$ cat config.mk
export PLATFORM = sky130hd
export DESIGN_NAME = immu
export DESIGN_NICKNAME = d
export VERILOG_FILES = /design/src/rtl/immu_pkg.sv /design/src/rtl/itlb_bank.sv /design/src/rtl/itlb_resolve.sv /design/src/rtl/immu.sv
export SDC_FILE = /design/constraint.sdc
export NUM_CORES = 1
export LEC_CHECK = 0
export ABC_CLOCK_PERIOD_IN_PS = 2900
export BUFFER_PORTS_ARGS = -buffer_cell sky130_fd_sc_hd__buf_2
export CAP_MARGIN = 0
export CORE_ASPECT_RATIO = 1.2
export CORE_UTILIZATION = 40
export CTS_BUF_LIST = sky130_fd_sc_hd__clkbuf_4 sky130_fd_sc_hd__clkbuf_8 sky130_fd_sc_hd__clkbuf_16
export CTS_CLUSTER_SIZE = 12
export DETAILED_ROUTE_END_ITERATION = 10
export GPL_TIMING_DRIVEN = 0
export PLACE_DENSITY_LB_ADDON = 0.15
export SLEW_MARGIN = 10
export SYNTH_ARGS = -nofsm -noshare
export SYNTH_HDL_FRONTEND = slang
export SYNTH_SLANG_ARGS = --single-unit
$ cat constraint.sdc
create_clock -name clk -period 2.9 [get_ports clk]
set_clock_uncertainty 0.15 [all_clocks]
set_input_delay 0.145 -clock clk [delete_from_list [all_inputs] [get_ports clk]]
set_output_delay 0.145 -clock clk [all_outputs]
set_load 0.02 [all_outputs]
$ cat src/rtl/immu_pkg.sv
// Instruction MMU shared widths, entry layout and types
package immu_pkg;

   // Fetch address width
   localparam int unsigned immu_aw = 32;
   // Page offset bits, 4 KiB pages
   localparam int unsigned immu_page_bits = 12;
   // Virtual and physical page number width
   localparam int unsigned immu_vpn_w = immu_aw - immu_page_bits;
   // Width of one TLB bank word
   localparam int unsigned immu_dw = 32;

   // Set index bits, taken from the low end of the VPN
   localparam int unsigned itlb_idx_w = 4;
   // Entries per bank
   localparam int unsigned itlb_sets = 1 << itlb_idx_w;

   // Physical pages with the top bit clear are uncached when set
   localparam bit immu_unc_seg_en = 1'b1;

   // Low word layout
   // Valid flag
   localparam int unsigned ent_v_bit = 0;
   // Tag sits in the top bits of the low word
   localparam int unsigned ent_tag_lsb = immu_dw - immu_vpn_w;

   // High word layout
   // User-mode execute permission
   localparam int unsigned ent_ux_bit = 3;
   // Root-mode execute permission
   localparam int unsigned ent_rx_bit = 4;
   // Page is uncached
   localparam int unsigned ent_unc_bit = 7;
   // PPN sits in the top bits of the high word
   localparam int unsigned ent_ppn_lsb = immu_dw - immu_vpn_w;

   // VPN or PPN
   typedef logic [immu_vpn_w-1:0] page_num_t;
   // TLB set index
   typedef logic [itlb_idx_w-1:0] itlb_idx_t;
   // One bank entry
   typedef logic [immu_dw-1:0] tlb_word_t;

endpackage

$ cat src/rtl/itlb_bank.sv
// ITLB bank, 16 entries with one registered read port and one write port
`timescale 1ns/1ns

module itlb_bank
   import immu_pkg::*;
(
   input  logic       clk,
   input  logic       rst_n,
   // Lookup port
   input  logic       re,
   input  itlb_idx_t  raddr,
   output tlb_word_t  rdata,
   // Maintenance write port
   input  logic       we,
   input  itlb_idx_t  waddr,
   input  tlb_word_t  wdata
);

   // Entry storage, contents undefined until software writes them
   tlb_word_t mem [itlb_sets];

   // Write port
   always_ff @(posedge clk)
   begin
      if (we)
      begin
         mem[waddr] <= wdata;
      end
   end

   // Registered read
   // Same-edge write to the same index is not seen here, so read-first
   // Holds the last word while no lookup is strobed
   always_ff @(posedge clk)
   begin
      if (re)
      begin
         rdata <= mem[raddr];
      end
   end

   // Write index must be fully known whenever a write is strobed
   a_waddr_known : assert property (
      @(posedge clk) disable iff (!rst_n)
      we |-> !$isunknown(waddr)
   )
   else $error("itlb_bank write with unknown index %h", waddr);

endmodule

$ cat src/rtl/itlb_resolve.sv
// ITLB resolver, latches the lookup and turns both bank words into PPN and exceptions
`timescale 1ns/1ns

module itlb_resolve
   import immu_pkg::*;
(
   input  logic       clk,
   input  logic       rst_n,
   // Lookup request
   input  logic       re,
   input  page_num_t  vpn,
   input  logic       imme,
   input  logic       rm,
   // Registered bank words, aligned with the latches below
   input  tlb_word_t  tlb_l,
   input  tlb_word_t  tlb_h,
   // Translation result
   output page_num_t  ppn,
   output logic       eitm,
   output logic       eipf,
   output logic       uncached,
   output logic       rsp_valid
);

   // Latched lookup state
   page_num_t vpn_q;
   logic      imme_q;
   logic      rm_q;

   // Decoded entry fields
   logic      ent_v;
   page_num_t ent_tag;
   logic      ent_ux;
   logic      ent_rx;
   logic      ent_unc;
   page_num_t ent_ppn;

   // Raw lookup outcome before the response strobe
   logic      tlb_miss;
   logic      perm_denied;
   logic      exc_itm;
   logic      exc_ipf;
   logic      unc_page;
   logic      unc_seg;

   // Capture request on the same edge the banks read
   always_ff @(posedge clk)
   begin
      if (!rst_n)
      begin
         vpn_q     <= '0;
         imme_q    <= 1'b0;
         rm_q      <= 1'b0;
         rsp_valid <= 1'b0;
      end
      else
      begin
         // One-cycle response strobe per lookup
         rsp_valid <= re;
         if (re)
         begin
            vpn_q  <= vpn;
            imme_q <= imme;
            rm_q   <= rm;
         end
      end
   end

   // Low word fields
   assign ent_v   = tlb_l[ent_v_bit];
   assign ent_tag = tlb_l[ent_tag_lsb +: immu_vpn_w];

   // High word fields
   assign ent_ux  = tlb_h[ent_ux_bit];
   assign ent_rx  = tlb_h[ent_rx_bit];
   assign ent_unc = tlb_h[ent_unc_bit];
   assign ent_ppn = tlb_h[ent_ppn_lsb +: immu_vpn_w];

   // Invalid entry or tag mismatch
   assign tlb_miss = ~ent_v | (ent_tag != vpn_q);

   // Root mode needs rx, user mode needs ux
   assign perm_denied = (rm_q & ~ent_rx) | (~rm_q & ~ent_ux);

   // Exceptions only exist with translation on
   assign exc_itm = imme_q & tlb_miss;
   // Page fault only on a hit
   assign exc_ipf = imme_q & ~tlb_miss & perm_denied;

   // Identity mapping with translation off
   assign ppn = imme_q ? ent_ppn : vpn_q;

   // Uncached by page attribute, good hit only
   assign unc_page = imme_q & ~tlb_miss & ~perm_denied & ent_unc;

   // Fixed segment, physical pages below the top half
   assign unc_seg = immu_unc_seg_en & ~exc_itm & ~exc_ipf & ~ppn[immu_vpn_w-1];

   // Flags are only driven while a response is presented
   assign eitm     = rsp_valid & exc_itm;
   assign eipf     = rsp_valid & exc_ipf;
   assign uncached = rsp_valid & (unc_page | unc_seg);

   // Miss and page fault are mutually exclusive
   a_exc_mutex : assert property (
      @(posedge clk) disable iff (!rst_n)
      !(eitm && eipf)
   )
   else $error("itlb_resolve eitm and eipf both set");

endmodule

$ cat src/rtl/immu.sv
// Instruction MMU top, two ITLB banks read in parallel feeding the resolver
`timescale 1ns/1ns

module immu
   import immu_pkg::*;
(
   input  logic       clk,
   input  logic       rst_n,
   // Fetch lookup
   input  logic       re,
   input  page_num_t  vpn,
   // Privilege state
   input  logic       imme,
   input  logic       rm,
   // Low bank maintenance
   input  logic       tlbl_we,
   input  itlb_idx_t  tlbl_idx,
   input  tlb_word_t  tlbl_wdata,
   // High bank maintenance
   input  logic       tlbh_we,
   input  itlb_idx_t  tlbh_idx,
   input  tlb_word_t  tlbh_wdata,
   // Translation result
   output page_num_t  ppn,
   output logic       eitm,
   output logic       eipf,
   output logic       uncached,
   output logic       rsp_valid
);

   // Direct-mapped set select
   itlb_idx_t lkp_idx;
   // Registered bank words
   tlb_word_t tlb_l;
   tlb_word_t tlb_h;

   assign lkp_idx = vpn[itlb_idx_w-1:0];

   // Valid bit and tag
   itlb_bank u_tlb_l (
      .clk   (clk),
      .rst_n (rst_n),
      .re    (re),
      .raddr (lkp_idx),
      .rdata (tlb_l),
      .we    (tlbl_we),
      .waddr (tlbl_idx),
      .wdata (tlbl_wdata)
   );

   // Permissions, uncached bit and PPN
   itlb_bank u_tlb_h (
      .clk   (clk),
      .rst_n (rst_n),
      .re    (re),
      .raddr (lkp_idx),
      .rdata (tlb_h),
      .we    (tlbh_we),
      .waddr (tlbh_idx),
      .wdata (tlbh_wdata)
   );

   // Combines both words with the latched request
   itlb_resolve u_resolve (
      .clk       (clk),
      .rst_n     (rst_n),
      .re        (re),
      .vpn       (vpn),
      .imme      (imme),
      .rm        (rm),
      .tlb_l     (tlb_l),
      .tlb_h     (tlb_h),
      .ppn       (ppn),
      .eitm      (eitm),
      .eipf      (eipf),
      .uncached  (uncached),
      .rsp_valid (rsp_valid)
   );

endmodule

After elaboration in Yosys (flattened, before gate mapping)
Memories as Yosys holds them, arrays and structs flattened. A register that Yosys moved wholly into a read port is not among the register bits.
Cells that the tools add are included.
Widths: inputs -> output; s select.
- register bits after elaboration: 23
- RAM bits: 1024
- output and inout port bits: 24
- logic and storage cells: 36
- memories kept: 2
- memory list (name ; words ; bits a word ; rd ports ; clocked after Yosys merged registers in ; wr ports ; line ; source):
    u_tlb_h.mem ; 16 ; 32 ; 1 ; 1 ; 1 ; itlb_bank.sv:20 ; tlb_word_t mem [itlb_sets];
    u_tlb_l.mem ; 16 ; 32 ; 1 ; 1 ; 1 ; itlb_bank.sv:20 ;
- equality and inequality tests: 1
- multiplexer cells: 5
- bitwise logic cells: 24
- operators by type and width (operator ; count):
    $mux 20 ; 1
    $ne 20x20->1 ; 1
    $and 1x1->1 ; 12
    $not 1->1 ; 9
    $mux 1 ; 4
    $or 1x1->1 ; 3

Logic depth before layout (Yosys ltp)
- word-level depth: 10
- gate-level depth with buffers: 5
- depth with buffers taken out: 4

Modules after synthesis
Synthesis repeated with hierarchy kept, for this count alone.
- cells, all modules: 1808
- area, all modules: 41706.2 sq um
- by module, submodules not included (module ; times used ; cells an instance ; area each (sq um) ; seq. area each (sq um)):
    itlb_bank ; 2 ; 838 ; 20174.3 ; 16335.7
    itlb_resolve ; 1 ; 132 ; 1357.6 ; 460.4

Worst setup path before layout
No wires, ideal clock.
- path kind: input to register
- start point: input port tlbh_idx[3]
- end point: memory u_tlb_h.mem[0][12] (netlist bit), enable pin
- arrival time: 2.260 ns
- required time: 2.318 ns
- setup slack: 0.058 ns
- cell stages on the path: 2
- path buffers: 0
- cell sequence: or3b_2 nor3_1
- RTL lines (item ; line ; source):
    start: declaration ; immu.sv:21 ; input itlb_idx_t tlbh_idx,
    end: declaration ; itlb_bank.sv:20 ;
Straight into the memory's write port.

Worst setup path after layout
- start point: register u_resolve.vpn_q[9]
- end point: output port eipf
- word-level cells in the longest chain between the ends: 6
- RTL lines (item ; line ; source):
    start: declaration ; itlb_resolve.sv:26 ; page_num_t vpn_q;
    start signal: assignment ; itlb_resolve.sv:62 ; vpn_q <= vpn;
    $ne 20x20->1 ; itlb_resolve.sv:80 ; assign tlb_miss = ~ent_v | (ent_tag != vpn_q);
    $or 1x1->1 ; itlb_resolve.sv:80 ;
    $not 1->1 ; itlb_resolve.sv:88 ; assign exc_ipf = imme_q & ~tlb_miss & perm_denied;
    $and 1x1->1 (2 in a row) ; itlb_resolve.sv:88 ;
    $and 1x1->1 ; itlb_resolve.sv:101 ; assign eipf = rsp_valid & exc_ipf;
    end: declaration ; immu.sv:26 ; output logic eipf,
No other way between the ends.

==> flow_metrics.py <==
metrics = {
    "run_status": {
        "outcome": "complete, no violations",
    },
    "die": {
        "dieHeight_microns": 299,
        "die_w_microns": 249,
        "rows": 108,
        "initial_core_util_pct": 40.5,
        "dieArea_sq_mm": 0.0746,
        "io-pin-count": 123,
        "coreArea_sq_mm": 0.0726,
    },
    "cts": {
        "clockBufferDepth": 3,
        "clkLatencyLatePin_ps": 600,
        "clkTransAtPathRegs_ps": 60,
        "root_buffer": "clkbuf_16",
        "cts_buffers": 81,
        "htreeDepth": 3,
        "cts_tree": "yes",
        "cts_num_sinks": 771,
    },
    "drt": {
        "drc": 0,
        "viasPerCell": 5.51,
        "drt_iter0_markers": 1081,
        "ant_nets": 0,
        "num_vias": 13696,
        "wl_per_cell_microns": 29.6,
        "dr.pass1.iters": 5,
        "finalWirelength_microns": 73500,
    },
    "global_route": {
        "grt_antenna_before_repair": 5,
        "track_usage_pct": 20.2,
        "gr-total-overflow": 0,
        "first_global_vias": 14489,
        "grt_pass1_wl_microns": 106000,
        "grt_max_degree": 31,
    },
    "placed_design": {
        "io_buffers": 98,
        "dp_hpwl_microns": 48400,
        "gp_congestion": 0.760,
        "dpl-instance-area_sq_mm": 0.0321,
    },
    "finish": {
        "syn2layout_area_growth_pct": 20.1,
        "final_layout_size_suffix_gt1_share_pct": 36.1,
        "final_net_count": 1596,
        "design_area_sq_mm": 0.0353,
    },
    "job": {
        "maxCapViolCount": 0,
    },
    "logic_synthesis": {
        "synth-simple-area-share_pct": 1.48,
        "ys_ff_latch": 771,
        "synth_compound_gate_area_share_pct": 0.0766,
        "synth-xor-area-share_pct": 0.596,
        "yosysSeqAreaShare_pct": 78.0,
        "yosys_warnings": 0,
        "synth_top_cell_area_share_pct": 76.4,
        "postSynthCellCount": 1196,
        "synth_top_cell_by_area": "edfxtp_1",
        "post_synth_num_cell_types": 30,
        "yosys-top-cells-area": "edfxtp_1 76%, mux4_2 16%, dfxtp_1 1.6%",
        "synthAdderAreaFrac_pct": 0,
        "syn-cell-area_sq_mm": 0.0294,
        "synthMuxAreaShare_pct": 18.6,
        "avgSynthCellArea_sq_um": 24.6,
        "synth_top_family_by_area": "multiplexers",
        "synth_nets": 1295,
    },
    "min_path": {
        "min-delay-start": "tlbl_idx[3]",
        "holdPathStages": 3,
        "whs_endpoint": "u_tlb_l.mem[0][23]$_DFFE_PP_",
        "min_path_type": "in2reg",
    },
    "worst_setup_path": {
        "critical_path_required_ps": 2610,
        "reg2reg_depth": 2,
        "cp.arrival_ps": 2540,
        "critical_path_class": "reg2out",
        "endpoint_kind": "primary output",
        "critical_path_peak_fanout": 3,
        "cp_slowest_cell": "dfxtp_1",
        "rrSetupSlack_ps": 910,
        "r2r-end": "u_tlb_h.rdata[22]$_DFFE_PP_",
        "start_kind": "register",
        "crit_chain": "xor2_1, nor4_4, nand3_1, nor4b_4, buf_2",
        "slowest_delay_ps": 550,
        "r2r_start": "u_tlb_h.mem[13][22]$_DFFE_PP_",
    },
    "timing": {
        "fmax_mhz": 353,
        "rsz0062_at_grt": "no",
        "tightest_slew_ps": 1200,
        "hold_violations": 0,
        "fin_tns_setup_ps": 0,
        "slew_headroom_pct": 20.1,
        "setup_viol": 0,
        "fin_crit_sh_pct": 97.8,
        "slew_violations": 0,
        "finalCriticalPeriod_ps": 2840,
    },
    "power_and_ir_drop": {
        "p_leak_nw": 11.5,
        "p_total_mw": 23.8,
        "vdd_drop_max_mv": 0.651,
        "power_density_mw_per_mm2": 673,
    },
}
-- registers in the layout, summed over array words and instances, names as in the netlist --
| signal | flops |
|---|---|
| u_tlb_h.mem | 368 |
| u_tlb_l.mem | 336 |
| u_tlb_h.rdata | 23 |
| u_tlb_l.rdata | 21 |
| u_resolve.vpn_q | 20 |
| u_resolve.imme_q | 1 |
| u_resolve.rm_q | 1 |
| u_resolve.rsp_valid | 1 |
-- report_power, final --
group / total [mW] / internal, mW / switching [mW]
Clock: 9.67 / 5.62 / 4.05
Sequential: 12.6 / 12.5 / 0.113
Combinational: 1.45 / 0.647 / 0.803
-- routing by layer --
metal / global-route usage, % / vias up / wire [microns]
li1: - / 5746 / -
met1: 28.3 / 7434 / 32100
met2: 32.6 / 406 / 35800
met3: 3.89 / 106 / 3930
met4: 5.58 / 4 / 1580
met5: 0 / - / 27
-- logic make-up after synthesis --
group / after synthesis
compound gates: 3
mux: 263
xor+xnor: 20
flops: 771
buf+inv: 58
simple gates: 81
-- cells in the final DEF, fill, tap and decap left out, types with 4 or more instances in the layout --
cell type      Yosys  layout
clkinv_1           0       8
clkbuf_4           0      27
xor2_1            19      19
buf_16             0      18
buf_2              7     105
clkbuf_1          26      25
mux2i_1           23      23
nand2_1            4       4
buf_6             14      24
clkbuf_16          0      81
mux4_2           203     203
clkinv_2           0      12
buf_1              8       8
dfxtp_1           23      23
nor3_2             0       8
mux2_2            20      20
nand3b_1           4       4
dlygate4sd3_1      0      70
nor2b_1           22      22
edfxtp_1         748     748
mux4_1            17      17
buf_12             2       9
buf_4              0      14
nor2_4             0      24
nand2b_1           4       4
-- final cells by class --
cell class | instances | area (sq um)
Fill cell | 5823 | 37300
Sequential cell | 771 | 22900
Multi-Input combinational cell | 367 | 6360
Clock buffer | 111 | 2270
Timing Repair Buffer | 218 | 2060
Tap cell | 935 | 1170
Buffer | 57 | 362
Clock inverter | 23 | 158
Inverter | 1 | 3.75
Antenna cell | 1 | 2.50
-- repair_timing --
action / in CTS / in global routing
endpoints found under the hold margin: 760 / 0
gates resized for setup: 5 / 2
endpoints found under the setup margin: 1 / 1
setup buffers: 0 / 0
pin swaps: 0 / 1
hold buffers: 70 / 0
-- worst max-delay path by stage --
stage                                         to  cells after the start  slack, ps                             from
floorplan           u_tlb_h.mem[0][12]$_DFFE_PP_                      2         60                      tlbh_idx[3]
global placement    u_tlb_h.mem[0][30]$_DFFE_PP_                      3      -2320                      tlbh_idx[3]
detailed placement   u_tlb_h.rdata[22]$_DFFE_PP_                      5       -450                           vpn[1]
CTS                                         eipf                      5         30      u_tlb_l.rdata[18]$_DFFE_PP_
global route                                eipf                      5         30  u_resolve.vpn_q[9]$_SDFFE_PN0P_
finish                                      eipf                      5         60  u_resolve.vpn_q[9]$_SDFFE_PN0P_
-- cells in the mapped netlist --
library cell and count:
edfxtp_1 748, mux4_2 203, clkbuf_1 26, nor2_1 24, dfxtp_1 23, mux2i_1 23
nor2b_1 22, mux2_2 20, xor2_1 19, mux4_1 17, buf_6 14, nor3_1 9
buf_1 8, buf_2 7, nand2_1 4, nand2b_1 4, nand3b_1 4, nor4_1 4
nand3_1 3, buf_12 2, nand4_1 2, or3b_2 2, a211oi_1 1, and2_1 1
inv_1 1, nor4b_1 1, o21ai_0 1, o21ba_2 1, or3_1 1, xnor2_1 1
-- per-stage QoR --
step | setup slack (ps) | hold WS, ps | cells | util (%)
2_1_floorplan | 57.9 | 93.9 | 1196 | -
3_3_place_gp | -2320 | 254 | 2229 | 42.8
3_5_place_dp | -446 | 272 | 2279 | 44.3
4_1_cts | 31.8 | 25.3 | 2483 | 48.6
5_1_grt | 28.8 | 65.8 | 2484 | 48.7
6_report | 63.8 | 62.6 | 2484 | 48.7
-- critical path, delay by kind of cell (launching register included) --
family        cells  cell delay, ps
buf+inv           1             230
simple gates      3             990
flops             1             550
xor+xnor          1             170
Note: power is estimated with default switching activity, not from simulation.
